[src/tartaruga_consts.svh]
`ifndef TARTARUGA_CONSTS_SVH
`define TARTARUGA_CONSTS_SVH

// data cache geometry
`define DC_NUM_SETS      16
`define DC_WAYS          2

// instruction cache size in lines
`define IC_NUM_LINES     16

`define WORDS_PER_LINE   4

// cycles from an accepted request to the response pulse
`define MEM_LATENCY      3

`define MEM_WORDS        1024            // addresses wrap modulo this size

// at reset word i of main memory holds i ^ MEM_INIT_PATTERN
`define MEM_INIT_PATTERN 32'h5A3C_96E1

`endif

[src/riscv_pkg.sv]
package riscv_pkg;

    localparam int XLEN = 32;

    typedef logic [XLEN-1:0] bus32_t;    // address or data word
    typedef logic [XLEN-1:0] instr_t;    // fetched instruction

endpackage

[src/tartaruga_pkg.sv]
`include "tartaruga_consts.svh"

package tartaruga_pkg;

    typedef logic [`WORDS_PER_LINE*32-1:0] line_t;    // word 0 in the low bits

    typedef logic way_t;

    typedef logic age_t;    // 1 marks the older way of a set

    typedef enum logic [1:0] {
        IDLE,
        WRITE_BACK,
        READ_MISS,
        WRITE_MISS
    } dc_state_t;

endpackage

[src/mem_bus_if.sv]
`timescale 1ns/10ps

interface mem_bus_if;

    import riscv_pkg::*;
    import tartaruga_pkg::*;

    logic   req_valid;    // held until rsp_valid
    logic   we;
    bus32_t addr;         // line aligned
    line_t  wdata;
    logic   req_ready;
    line_t  rdata;
    logic   rsp_valid;    // one-cycle pulse

    modport requester (
        output req_valid,
        output we,
        output addr,
        output wdata,
        input  req_ready,
        input  rdata,
        input  rsp_valid
    );

    modport memory (
        input  req_valid,
        input  we,
        input  addr,
        input  wdata,
        output req_ready,
        output rdata,
        output rsp_valid
    );

endinterface

[src/icache.sv]
`timescale 1ns/10ps
`include "tartaruga_consts.svh"

module icache (
    input  logic              clk_i,
    input  logic              rstn_i,
    input  riscv_pkg::bus32_t addr_i,
    input  logic              valid_i,
    output riscv_pkg::instr_t instr_o,
    output logic              ready_o,
    mem_bus_if.requester      mem
);

    import tartaruga_pkg::*;

    localparam int NUM_LINES   = `IC_NUM_LINES;
    localparam int WORD_BITS   = $clog2(`WORDS_PER_LINE);
    localparam int INDEX_BITS  = $clog2(NUM_LINES);
    localparam int OFFSET_BITS = WORD_BITS + 2;
    localparam int TAG_BITS    = 32 - INDEX_BITS - OFFSET_BITS;

    logic                  valid_q [NUM_LINES];
    logic [TAG_BITS-1:0]   tag_q   [NUM_LINES];
    line_t                 line_q  [NUM_LINES];

    logic [INDEX_BITS-1:0] index;
    logic [TAG_BITS-1:0]   tag_in;
    logic [WORD_BITS-1:0]  word_off;
    logic                  hit;

    assign index    = addr_i[OFFSET_BITS +: INDEX_BITS];
    assign tag_in   = addr_i[31 -: TAG_BITS];
    assign word_off = addr_i[2 +: WORD_BITS];
    assign hit      = valid_q[index] && (tag_q[index] == tag_in);

    assign ready_o = valid_i && hit;
    assign instr_o = hit ? line_q[index][word_off*32 +: 32] : '0;

    logic                  pending_q;    // line request outstanding
    logic [INDEX_BITS-1:0] miss_idx_q;
    logic [TAG_BITS-1:0]   miss_tag_q;
    logic                  miss_start;

    assign miss_start = valid_i && !hit && !pending_q;

    always_ff @(posedge clk_i or negedge rstn_i) begin
        if (!rstn_i) begin
            pending_q <= 1'b0;
            for (int i = 0; i < NUM_LINES; i++) begin
                valid_q[i] <= 1'b0;
            end
        end else begin
            if (miss_start) begin
                pending_q <= 1'b1;
            end else if (mem.rsp_valid) begin
                pending_q           <= 1'b0;
                valid_q[miss_idx_q] <= 1'b1;
            end
        end
    end

    always_ff @(posedge clk_i) begin
        if (miss_start) begin
            miss_idx_q <= index;
            miss_tag_q <= tag_in;
        end
        if (mem.rsp_valid) begin
            tag_q[miss_idx_q]  <= miss_tag_q;
            line_q[miss_idx_q] <= mem.rdata;
        end
    end

    assign mem.req_valid = pending_q;
    assign mem.we        = 1'b0;    // read only
    assign mem.addr      = {miss_tag_q, miss_idx_q, {OFFSET_BITS{1'b0}}};
    assign mem.wdata     = '0;

    // a fetch still held hits in the cycle after its line arrives
    a_fill_hit: assert property (@(posedge clk_i) disable iff (!rstn_i)
        mem.rsp_valid |=> (ready_o || !valid_i));

endmodule

[src/flat_wrapper.sv]
// flat-port wrapper written by rule: the top's interface ports become plain ports
module icache_flat import tartaruga_pkg::*;
  (clk_i, rstn_i, addr_i, valid_i, instr_o, ready_o, mem_req_valid, mem_we, mem_addr, mem_wdata, mem_req_ready, mem_rdata, mem_rsp_valid);
  mem_bus_if mem_i ();
  input  logic clk_i;
  input  logic rstn_i;
  input  riscv_pkg::bus32_t addr_i;
  input  logic valid_i;
  output riscv_pkg::instr_t instr_o;
  output logic ready_o;
  output wire logic [$bits(mem_i.req_valid)-1:0] mem_req_valid;
  output wire logic [$bits(mem_i.we)-1:0] mem_we;
  output wire logic [$bits(mem_i.addr)-1:0] mem_addr;
  output wire logic [$bits(mem_i.wdata)-1:0] mem_wdata;
  input wire logic [$bits(mem_i.req_ready)-1:0] mem_req_ready;
  input wire logic [$bits(mem_i.rdata)-1:0] mem_rdata;
  input wire logic [$bits(mem_i.rsp_valid)-1:0] mem_rsp_valid;
  assign mem_req_valid = mem_i.req_valid;
  assign mem_we = mem_i.we;
  assign mem_addr = mem_i.addr;
  assign mem_wdata = mem_i.wdata;
  assign mem_i.req_ready = mem_req_ready;
  assign mem_i.rdata = mem_rdata;
  assign mem_i.rsp_valid = mem_rsp_valid;
  icache u_core (.clk_i(clk_i), .rstn_i(rstn_i), .addr_i(addr_i), .valid_i(valid_i), .instr_o(instr_o), .ready_o(ready_o), .mem(mem_i));
endmodule
[config.mk]
export PLATFORM = sky130hd
export DESIGN_NAME = icache_flat
export DESIGN_NICKNAME = d
export VERILOG_FILES = /design/src/riscv_pkg.sv /design/src/tartaruga_pkg.sv /design/src/mem_bus_if.sv /design/src/icache.sv /design/src/flat_wrapper.sv
export VERILOG_INCLUDE_DIRS = /design/src
export SDC_FILE = /design/constraint.sdc
export NUM_CORES = 2
export LEC_CHECK = 0
export ABC_CLOCK_PERIOD_IN_PS = 14100
export BUFFER_PORTS_ARGS = -buffer_cell sky130_fd_sc_hd__buf_2
export CORE_UTILIZATION = 30
export DETAILED_ROUTE_END_ITERATION = 16
export PLACE_DENSITY_LB_ADDON = 0.25
export SLEW_MARGIN = 25
export SYNTH_ARGS = -nofsm -noshare
export SYNTH_HDL_FRONTEND = slang
export SYNTH_SLANG_ARGS = --single-unit
[constraint.sdc]
create_clock -name clk_i -period 14.1 [get_ports clk_i]
set_input_delay 2.82 -clock clk_i [delete_from_list [all_inputs] [get_ports clk_i]]
set_output_delay 2.82 -clock clk_i [all_outputs]
set_load 0.02 [all_outputs]
==> run metrics <==
outcome=finished, violations left; failing checks=DRC; mux cell area share after synthesis=0.183; clk sink count=2477; Final Hold Vio Count=0; drt first pass iters=11; Clock power frac=0.409; maximum vdd drop=0.111 mV; CTS Hold Bufs=0; vias in the first global route=44600; Crit path required time=11.28 ns; initial drt markers=3459; GRT overflow=0; Post-Syn Area=95800 um2; Die Span Y=567 um; Setup WS post-layout=2.60 ns; TritonCTS clock tree=done; Sw Ratio=0.215; Synth Instances=3899; # fillers=29400; Post-CTS Setup Repair Bufs=0; top cell type's share of synthesized area=0.771; DRT Wirelength=245 mm; Primary FF master, synth=edfxtp_1; max-cap viol count=0; CTS root buf=clkbuf_16; Worst-Skew Late Latency=0.90 ns; DR DRC count=4; Synth area leaders=edfxtp_1 77%, mux4_2 17%, buf_4 1.2%, mux2i_1 0.78%, buf_2 0.60%; Final Max Slew Viols=0; largest net degree at the start of global routing=112; largest buffer count on any clock path=4; number of distinct library cells after synthesis=64; clk slew on worst S/H paths=0.06 ns; worst slew pin tran=1.09 ns; CTS H-Tree Depth=4; fmax=0.0870 GHz; Core Footprint=318000 um2; Flop pwr share=0.537; Port Buffers=223; Rows=207; GPL Wtd Cong=0.697; register bit total from synthesis=2477; period utilisation layout=0.816; CTS resizes=0; Comb pwr share=0.054; most common cell in the netlist=edfxtp_1; total negative slack=0 ns; Syn. warnings=0; PwrDens=141 nW/um2; Adder-Cell Fraction of Synth Area=0; Int Power=0.0121 W; main combinational cell family by area after synthesis=multiplexers; post-synth top area cell=edfxtp_1; RSZ-0062 raised after global routing=false; total track usage=0.151; EDFF count, synth=2460; pre-CTS WS=2.53 ns; ys async rst share=0.00686; Layout area overhead=13.8%; crit start category=primary input; Initial Utilization=0.301; Leak=33.8 nW; cell mode on critical path=mux2i_1; die area=322000 um2; Layout Nets=4422; Simple-Gate Fraction of Synth Area=0.00707; top cells by count, synth=2460 x edfxtp_1, 734 x mux4_2, 152 x buf_4; post-synthesis compound-gate area fraction=0.00879; Switching Power=0.00331 W; clk_skew=0.0410 ns; Multi-input gate area=19900 um2; crit path max fanout=64; critical-path cell list=buf_8 > buf_4 > mux4_1 > mux2i_1 > mux2i_1 > nand4_1 > or4_1 > nor4_4 > nand3_4 > a211oi_2 > buf_2; Avg WL per Cell=28.4 um; reg2reg setup slack=9.97 ns; total power=0.0154 W; crit path DAT=8.68 ns; Final setup viols=0; initial antenna violation count=80; global-route wire length before repair=347 mm; post-synthesis sequential area ratio=0.776; Register Area=74300 um2; Final min period=11.50 ns; syn_area_per_cell=24.6 um2; ratio of cells with drive above 1 in the final layout=0.322; slew margin rel.=0.274; Worst path max stage delay=1.01 ns; via count=42300; # IOs=360; vias per cell=4.91; DP HPWL=125 mm; antenna viol nets, final=0; crit path kind=in2out; XOR/XNOR share of the synthesized area=0.00283; Hold/Removal Path Class=reg2reg; Die Width=567 um; Worst Hold Slack=0.463 ns; crit end category=output pin; slowest CP cell=a211oi_2; CTS buffer count=249
registers in the layout, indices dropped and copies added, names as in the netlist:
name / flops
u_core.line_q: 2048
u_core.miss_idx_q: 4
u_core.valid_q: 16
u_core.mem.req_valid: 1
u_core.miss_tag_q: 24
u_core.tag_q: 384
through the flow:
step                      instances  cell area [um2]   util
after CTS                      8613           109000  0.343
after floorplan                4031            96300      -
after global placement         8184           101000  0.319
final                          8626           109000  0.343
after global routing           8616           109000  0.343
after detailed placement       8184           101000  0.319
worst max-delay path, delay by kind of cell:
family,cells,cell delay [ns]
AOI/OAI and AO/OA,1,1.01
buffers and inverters,3,1.67
muxes,3,1.15
and+or+nand+nor,4,1.83
cells in the final DEF, fill, tap and decap left out, drive strengths merged, types with 11 or more instances in the layout:
cell    synthesis  layout
nor2           19      19
nor2b          27      27
mux4          737     737
mux2i          75      75
buf           291     301
conb            1     133
and2           13      13
clkbuf         35     300
dfrtp          17      17
xnor2          19      19
clkinv          1     102
bufinv          0      18
inv            21      27
a211oi         38      38
diode           0      11
edfxtp       2460    2460
nand2          21      21
xor2           12      12
mux2           19      19
cell type report:
type / instances / share of cell area
inverter: 22 / 0.00145
sequential: 2477 / 0.681
antenna: 11 / 0.000252
tap: 4180 / 0.0480
multi-input combinational: 1206 / 0.183
timing repair buffer: 301 / 0.0173
clock buffer: 300 / 0.0593
clock inverter: 129 / 0.00975
power by group through the flow:
| stage | combinational (W) | sequential [W] | clock [W] |
|---|---|---|---|
| 3_5_place_dp | 0.000856 | 0.00843 | 0 |
| 6_report | 0.000831 | 0.00827 | 0.00630 |
| 3_3_place_gp | 0.000847 | 0.00842 | 0 |
| 4_1_cts | 0.000857 | 0.00827 | 0.00646 |
| 2_1_floorplan | 0.000537 | 0.00844 | 0 |
| 5_1_grt | 0.000892 | 0.00828 | 0.00673 |
final timing paths:
kind                                       from              endpoint  cells past startpoint
max                                   addr_i[4]            instr_o[9]                     11
min                           u_core.valid_q[5]     u_core.valid_q[5]                      2
max reg2reg                u_core.miss_idx_q[0]  u_core.line_q[2][48]                      5
min reg2reg                   u_core.valid_q[5]     u_core.valid_q[5]                      2
max in group asynchronous                rstn_i     u_core.valid_q[4]                      1
min in group asynchronous                rstn_i    u_core.valid_q[14]                      1
kinds of logic (layout without fill, tap and decap cells):
| kind of cell | after synthesis | count (layout) |
|---|---|---|
| flops | 2477 | 2477 |
| compound gates | 93 | 93 |
| xor+xnor | 31 | 31 |
| mux | 831 | 831 |
| simple gates | 118 | 118 |
| buf+inv | 348 | 752 |
| other cells | 1 | 144 |
routing by layer:
layer,part of all wire,GRT usage
met2,0.49,0.251
met1,0.44,0.206
met4,0.021,0.0318
met3,0.051,0.0263
met5,0.0010,0
Power figures use the tool's default switching activity.
