**config.mk**
```make
export PLATFORM = sky130hd
export DESIGN_NAME = mem_arbiter_flat
export DESIGN_NICKNAME = d
export VERILOG_FILES = /design/src/riscv_pkg.sv /design/src/tartaruga_pkg.sv /design/src/mem_bus_if.sv /design/src/mem_arbiter.sv /design/src/flat_wrapper.sv
export VERILOG_INCLUDE_DIRS = /design/src
export SDC_FILE = /design/constraint.sdc
export NUM_CORES = 1
export LEC_CHECK = 0
export ABC_AREA = 1
export BUFFER_PORTS_ARGS = -buffer_cell sky130_fd_sc_hd__buf_4
export CAP_MARGIN = 5
export CORE_AREA = 2 2 344 346
export DETAILED_ROUTE_END_ITERATION = 12
export DIE_AREA = 0 0 346 348
export PLACE_DENSITY = 0.3
export SLEW_MARGIN = 25
export SYNTH_ARGS = -nofsm -noshare
export SYNTH_HDL_FRONTEND = slang
export SYNTH_SLANG_ARGS = --single-unit
```
**constraint.sdc**
```tcl
create_clock -name clk_i -period 1.24 [get_ports clk_i]
set_clock_uncertainty 0.15 [all_clocks]
set_input_delay 0 -clock clk_i [delete_from_list [all_inputs] [get_ports clk_i]]
set_output_delay 0 -clock clk_i [all_outputs]
set_load 0.02 [all_outputs]
```
**src/tartaruga_consts.svh**
```systemverilog
`ifndef TARTARUGA_CONSTS_SVH
`define TARTARUGA_CONSTS_SVH

// data cache geometry
`define DC_NUM_SETS      16
`define DC_WAYS          2

// instruction cache size in lines
`define IC_NUM_LINES     16

`define WORDS_PER_LINE   4

// cycles from an accepted request to the response pulse
`define MEM_LATENCY      3

`define MEM_WORDS        1024            // addresses wrap modulo this size

// at reset word i of main memory holds i ^ MEM_INIT_PATTERN
`define MEM_INIT_PATTERN 32'h5A3C_96E1

`endif

```
**src/riscv_pkg.sv**
```systemverilog
package riscv_pkg;

    localparam int XLEN = 32;

    typedef logic [XLEN-1:0] bus32_t;    // address or data word
    typedef logic [XLEN-1:0] instr_t;    // fetched instruction

endpackage

```
**src/tartaruga_pkg.sv**
```systemverilog
`include "tartaruga_consts.svh"

package tartaruga_pkg;

    typedef logic [`WORDS_PER_LINE*32-1:0] line_t;    // word 0 in the low bits

    typedef logic way_t;

    typedef logic age_t;    // 1 marks the older way of a set

    typedef enum logic [1:0] {
        IDLE,
        WRITE_BACK,
        READ_MISS,
        WRITE_MISS
    } dc_state_t;

endpackage

```
**src/mem_bus_if.sv**
```systemverilog
`timescale 1ns/10ps

interface mem_bus_if;

    import riscv_pkg::*;
    import tartaruga_pkg::*;

    logic   req_valid;    // held until rsp_valid
    logic   we;
    bus32_t addr;         // line aligned
    line_t  wdata;
    logic   req_ready;
    line_t  rdata;
    logic   rsp_valid;    // one-cycle pulse

    modport requester (
        output req_valid,
        output we,
        output addr,
        output wdata,
        input  req_ready,
        input  rdata,
        input  rsp_valid
    );

    modport memory (
        input  req_valid,
        input  we,
        input  addr,
        input  wdata,
        output req_ready,
        output rdata,
        output rsp_valid
    );

endinterface

```
**src/mem_arbiter.sv**
```systemverilog
`timescale 1ns/10ps

module mem_arbiter (
    input  logic         clk_i,
    input  logic         rstn_i,
    mem_bus_if.memory    ic,
    mem_bus_if.memory    dc,
    mem_bus_if.requester mem
);

    logic busy_q;        // a transaction is in flight
    logic owner_dc_q;    // owner of the transaction in flight
    logic sel_dc;
    logic accept;

    // dcache wins when both ask in the same idle cycle
    assign sel_dc = busy_q ? owner_dc_q : dc.req_valid;
    assign accept = mem.req_valid && mem.req_ready;

    assign mem.req_valid = sel_dc ? dc.req_valid : ic.req_valid;
    assign mem.we        = sel_dc ? dc.we : ic.we;
    assign mem.addr      = sel_dc ? dc.addr : ic.addr;
    assign mem.wdata     = sel_dc ? dc.wdata : ic.wdata;

    assign dc.req_ready = sel_dc && mem.req_ready;
    assign ic.req_ready = !sel_dc && mem.req_ready;

    assign dc.rsp_valid = busy_q && owner_dc_q && mem.rsp_valid;
    assign ic.rsp_valid = busy_q && !owner_dc_q && mem.rsp_valid;

    assign dc.rdata = mem.rdata;
    assign ic.rdata = mem.rdata;

    always_ff @(posedge clk_i or negedge rstn_i) begin
        if (!rstn_i) begin
            busy_q     <= 1'b0;
            owner_dc_q <= 1'b0;
        end else begin
            if (accept) begin
                busy_q     <= 1'b1;
                owner_dc_q <= sel_dc;
            end else if (mem.rsp_valid) begin
                busy_q <= 1'b0;
            end
        end
    end

    a_one_rsp: assert property (@(posedge clk_i) disable iff (!rstn_i)
        !(ic.rsp_valid && dc.rsp_valid));

    // the response goes to a cache that is still waiting for it
    a_rsp_to_waiter: assert property (@(posedge clk_i) disable iff (!rstn_i)
        (dc.rsp_valid |-> dc.req_valid) and (ic.rsp_valid |-> ic.req_valid));

endmodule

```
**src/flat_wrapper.sv**
```systemverilog
// flat-port wrapper written by rule: the top's interface ports become plain ports
module mem_arbiter_flat 
  (clk_i, rstn_i, ic_req_valid, ic_we, ic_addr, ic_wdata, ic_req_ready, ic_rdata, ic_rsp_valid, dc_req_valid, dc_we, dc_addr, dc_wdata, dc_req_ready, dc_rdata, dc_rsp_valid, mem_req_valid, mem_we, mem_addr, mem_wdata, mem_req_ready, mem_rdata, mem_rsp_valid);
  mem_bus_if ic_i ();
  mem_bus_if dc_i ();
  mem_bus_if mem_i ();
  input  logic clk_i;
  input  logic rstn_i;
  input wire logic [$bits(ic_i.req_valid)-1:0] ic_req_valid;
  input wire logic [$bits(ic_i.we)-1:0] ic_we;
  input wire logic [$bits(ic_i.addr)-1:0] ic_addr;
  input wire logic [$bits(ic_i.wdata)-1:0] ic_wdata;
  output wire logic [$bits(ic_i.req_ready)-1:0] ic_req_ready;
  output wire logic [$bits(ic_i.rdata)-1:0] ic_rdata;
  output wire logic [$bits(ic_i.rsp_valid)-1:0] ic_rsp_valid;
  input wire logic [$bits(dc_i.req_valid)-1:0] dc_req_valid;
  input wire logic [$bits(dc_i.we)-1:0] dc_we;
  input wire logic [$bits(dc_i.addr)-1:0] dc_addr;
  input wire logic [$bits(dc_i.wdata)-1:0] dc_wdata;
  output wire logic [$bits(dc_i.req_ready)-1:0] dc_req_ready;
  output wire logic [$bits(dc_i.rdata)-1:0] dc_rdata;
  output wire logic [$bits(dc_i.rsp_valid)-1:0] dc_rsp_valid;
  output wire logic [$bits(mem_i.req_valid)-1:0] mem_req_valid;
  output wire logic [$bits(mem_i.we)-1:0] mem_we;
  output wire logic [$bits(mem_i.addr)-1:0] mem_addr;
  output wire logic [$bits(mem_i.wdata)-1:0] mem_wdata;
  input wire logic [$bits(mem_i.req_ready)-1:0] mem_req_ready;
  input wire logic [$bits(mem_i.rdata)-1:0] mem_rdata;
  input wire logic [$bits(mem_i.rsp_valid)-1:0] mem_rsp_valid;
  assign ic_i.req_valid = ic_req_valid;
  assign ic_i.we = ic_we;
  assign ic_i.addr = ic_addr;
  assign ic_i.wdata = ic_wdata;
  assign ic_req_ready = ic_i.req_ready;
  assign ic_rdata = ic_i.rdata;
  assign ic_rsp_valid = ic_i.rsp_valid;
  assign dc_i.req_valid = dc_req_valid;
  assign dc_i.we = dc_we;
  assign dc_i.addr = dc_addr;
  assign dc_i.wdata = dc_wdata;
  assign dc_req_ready = dc_i.req_ready;
  assign dc_rdata = dc_i.rdata;
  assign dc_rsp_valid = dc_i.rsp_valid;
  assign mem_req_valid = mem_i.req_valid;
  assign mem_we = mem_i.we;
  assign mem_addr = mem_i.addr;
  assign mem_wdata = mem_i.wdata;
  assign mem_i.req_ready = mem_req_ready;
  assign mem_i.rdata = mem_rdata;
  assign mem_i.rsp_valid = mem_rsp_valid;
  mem_arbiter u_core (.clk_i(clk_i), .rstn_i(rstn_i), .ic(ic_i), .dc(dc_i), .mem(mem_i));
endmodule
```
==> flow_results.xml <==
<?xml version="1.0" encoding="UTF-8"?>
<metrics>
  <group name="global_routing">
    <metric name="number_of_global_route_vias_before_repair" unit="">7064</metric>
    <metric name="grt_start_max_net_pins" unit="">30</metric>
    <metric name="first_pass_grt_wire_length" unit="microns">86230</metric>
    <metric name="grt.overflow.total" unit="">0</metric>
    <metric name="groute.usage.overall" unit="%">11.28</metric>
    <metric name="grt_antenna_before_repair" unit="">47</metric>
  </group>
  <group name="routing">
    <metric name="residual_antenna_violating_net_count_after_detailed_routing" unit="">0</metric>
    <metric name="totalWireLength" unit="microns">72340</metric>
    <metric name="routed_via_density" unit="">2.452</metric>
    <metric name="dr.first_iter.drc_count" unit="">288</metric>
    <metric name="detail_route.drc_violations" unit="">0</metric>
    <metric name="drtPass1Iterations" unit="">4</metric>
    <metric name="detailroute.via_count" unit="">6759</metric>
    <metric name="wire_per_inst" unit="microns">26.25</metric>
  </group>
  <group name="power_and_ir_drop">
    <metric name="power_density_relative_to_cell_area" unit="mW/mm^2">1062</metric>
    <metric name="post-layout-total-power" unit="uW">13410</metric>
    <metric name="power.ir.vdd_worst" unit="mV">0.3759</metric>
    <metric name="leakagePower" unit="uW">0.005914</metric>
  </group>
  <group name="job">
    <metric name="max_cap_viol_count" unit="">0</metric>
  </group>
  <group name="clock_network">
    <metric name="clock_tree.buffer_depth" unit="">2</metric>
    <metric name="cts_buffers" unit="">3</metric>
    <metric name="cts_htree_levels" unit="">1</metric>
    <metric name="tritoncts" unit="">done</metric>
    <metric name="clk_transition_reported_paths" unit="ps">30</metric>
    <metric name="clock_sinks" unit="">2</metric>
    <metric name="clk-insertion-delay-late" unit="ps">220</metric>
    <metric name="clock-root-buffer" unit="">sky130_fd_sc_hd__clkbuf_16</metric>
  </group>
  <group name="timing">
    <metric name="timing.fmax" unit="GHz">0.5190</metric>
    <metric name="fin_crit_sh" unit="%">155.4</metric>
    <metric name="maxSlewViolCount" unit="">0</metric>
    <metric name="setup-violations-final" unit="">168</metric>
    <metric name="worstMarginPinSlew" unit="ps">710.5</metric>
    <metric name="timing.hold.ws" unit="ps">57.40</metric>
    <metric name="slew_headroom" unit="%">52.48</metric>
    <metric name="grt_setup_unrepaired" unit="">yes</metric>
    <metric name="layout_setup_ws" unit="ps">-686.6</metric>
    <metric name="period_minus_slack" unit="ps">1927</metric>
    <metric name="hold_violations" unit="">0</metric>
  </group>
  <group name="critical_path">
    <metric name="crit_arrival" unit="ps">1780</metric>
    <metric name="end_kind" unit="">output port</metric>
    <metric name="cp_max_fo" unit="">7</metric>
    <metric name="worst_setup_path_start_kind" unit="">register</metric>
    <metric name="cp_data_required_time" unit="ps">1090</metric>
    <metric name="worst-setup-path-type" unit="">register to output port</metric>
  </group>
  <group name="place">
    <metric name="hpwl" unit="microns">62830</metric>
    <metric name="port_buffers" unit="">493</metric>
    <metric name="place.gp.congestion" unit="">0.7085</metric>
  </group>
  <group name="hold_path">
    <metric name="worstHoldPathType" unit="">input pin to async pin</metric>
  </group>
  <group name="finish">
    <metric name="sequential_cell_area" unit="sq um">50.05</metric>
    <metric name="final_layout_size_suffix_gt1_share" unit="%">71.88</metric>
    <metric name="area_growth_syn_to_layout" unit="%">210.1</metric>
    <metric name="nNetsFinal" unit="">1674</metric>
    <metric name="layout.filler_cells" unit="">13730</metric>
    <metric name="multi_input_comb_area" unit="sq mm">0.003411</metric>
  </group>
  <group name="logic_synthesis">
    <metric name="netlist_instances" unit="">795</metric>
    <metric name="yosysWarnings" unit="">0</metric>
    <metric name="ys_async_sr_fraction" unit="%">100.0</metric>
    <metric name="postSynth.topFlopCell" unit="">sky130_fd_sc_hd__dfrtp_1</metric>
    <metric name="synth_enable_flop_cells" unit="">0</metric>
    <metric name="synth.net_count" unit="">1251</metric>
    <metric name="synth_area" unit="sq mm">0.004073</metric>
    <metric name="avgSynthCellArea" unit="sq um">5.123</metric>
    <metric name="synth-seq-area-share" unit="%">1.229</metric>
    <metric name="yosysUniqueCellTypes" unit="">17</metric>
    <metric name="yosys_register_bits" unit="">2</metric>
  </group>
  <group name="floorplan">
    <metric name="chipWidth" unit="microns">346</metric>
    <metric name="die_area" unit="sq mm">0.1204</metric>
    <metric name="std_cell_rows" unit="">126</metric>
    <metric name="floorplan.die.height" unit="microns">348</metric>
    <metric name="boundaryPins" unit="">878</metric>
    <metric name="initial_utilization" unit="%">3.482</metric>
    <metric name="core-area" unit="sq mm">0.1170</metric>
  </group>
  <group name="run_status">
    <metric name="run_status" unit="">finished with violations</metric>
    <metric name="violations" unit="">setup timing</metric>
  </group>
</metrics>
through the flow:
stage / setup slack (ps) / area (sq um) / std cells / setup TNS (ps) / utilization [%]
3_3_place_gp: -669.8 / 8414 / 2571 / -64870 / 7.193
4_1_cts: -699.1 / 11980 / 2746 / -100690 / 10.24
5_1_grt: -770.0 / 12620 / 2753 / -107240 / 10.79
2_1_floorplan: -67.71 / 4456 / 795 / -3385 / -
3_5_place_dp: -675.3 / 8414 / 2571 / -64770 / 7.193
6_report: -686.6 / 12630 / 2756 / -94960 / 10.80
power by group:
| group | internal, uW | switching [uW] | total [uW] |
|---|---|---|---|
| registers | 77.8 | 16.3 | 94.1 |
| logic | 5470 | 7360 | 12800 |
| clock network | 410 | 73.8 | 484 |
| total | 5960 | 7450 | 13400 |
registers in the layout, summed over array words and instances, names as in the netlist:
name and flops:
u_core.owner_dc_q 1, u_core.busy_q 1
metal layers:
metal  vias up  part of all wire (%)  routed length, microns  GRT usage (%)
li1       2978                     -                       -              -
met1      3062                    41                   29330          13.64
met2       569                    46                   33470          18.65
met3       102                    12                    8487          5.633
met4        48                   1.0                     753         0.6773
met5         -                  0.42                     301              0
critical path, cell delays in order (launching register included):
cell and delay [ps]:
sky130_fd_sc_hd__dfrtp_1 420, sky130_fd_sc_hd__inv_2 110, sky130_fd_sc_hd__nand2_4 100, sky130_fd_sc_hd__nand2_8 160, sky130_fd_sc_hd__inv_16 80, sky130_fd_sc_hd__buf_12 150
sky130_fd_sc_hd__buf_12 120, sky130_fd_sc_hd__buf_16 120, sky130_fd_sc_hd__nand2_2 80, sky130_fd_sc_hd__nand2_2 70, sky130_fd_sc_hd__buf_8 130
synth_stat cells (2+ instances only):
cell type                  instances  share of area (%)
sky130_fd_sc_hd__buf_1             6               0.55
sky130_fd_sc_hd__buf_2            16                2.0
sky130_fd_sc_hd__buf_4           263                 48
sky130_fd_sc_hd__buf_6             3               0.83
sky130_fd_sc_hd__clkbuf_1          2               0.18
sky130_fd_sc_hd__dfrtp_1           2                1.2
sky130_fd_sc_hd__inv_1             3               0.28
sky130_fd_sc_hd__inv_2             2               0.18
sky130_fd_sc_hd__nand2_1         488                 45
sky130_fd_sc_hd__nand3_1           2               0.25
sky130_fd_sc_hd__nor2_1            2               0.18
cell families after synthesis:
family          after synthesis  synth area share [%]
compound gates                1                0.1228
buf+inv                     295                 52.47
flops                         2                 1.229
simple gates                497                 46.18
layout by cell type, fill, tap and decap left out, drive strengths merged:
cell         instances
nand3                2
o21ai                1
dfrtp                2
dlygate4sd3        132
and2                 1
buf                568
clkbuf               9
diode                4
nand3b               1
inv                  6
nor2                 3
nand2              490
nor3                 1
repair_timing:
item / CTS / global route
resized for setup: 398 / 143
endpoints found under the setup margin: 167 / 168
setup buffers: 22 / 4
pin swaps: 43 / 28
hold buffers: 132 / 0
cloned: 19 / 6
hold endpoints to repair: 260 / 0
layout make-up:
type / count / share of cell area (%)
diodes: 4 / 0.07925
repair inverters: 1 / 0.08915
well taps: 1536 / 15.22
repair buffers: 706 / 56.34
flip-flops and latches: 2 / 0.3962
multi-input cells: 499 / 27.00
clock buffers: 3 / 0.5944
inverters: 5 / 0.2774
worst paths after layout:
kind | startpoint | end | slack [ps] | cells past startpoint
worst max register to register | u_core.busy_q$_DFFE_PN0P_ | u_core.owner_dc_q$_DFFE_PN0P_ | -280 | 8
worst max-delay path | u_core.busy_q$_DFFE_PN0P_ | mem_wdata[90] | -690 | 10
worst min-delay path | rstn_i | u_core.busy_q$_DFFE_PN0P_ | 60 | 2
min in group clk_i | ic_req_valid | u_core.busy_q$_DFFE_PN0P_ | 120 | 5
worst min register to register | u_core.owner_dc_q$_DFFE_PN0P_ | u_core.owner_dc_q$_DFFE_PN0P_ | 510 | 3
max in group asynchronous | rstn_i | u_core.owner_dc_q$_DFFE_PN0P_ | 790 | 2
Note: power is estimated with default switching activity, not from simulation.
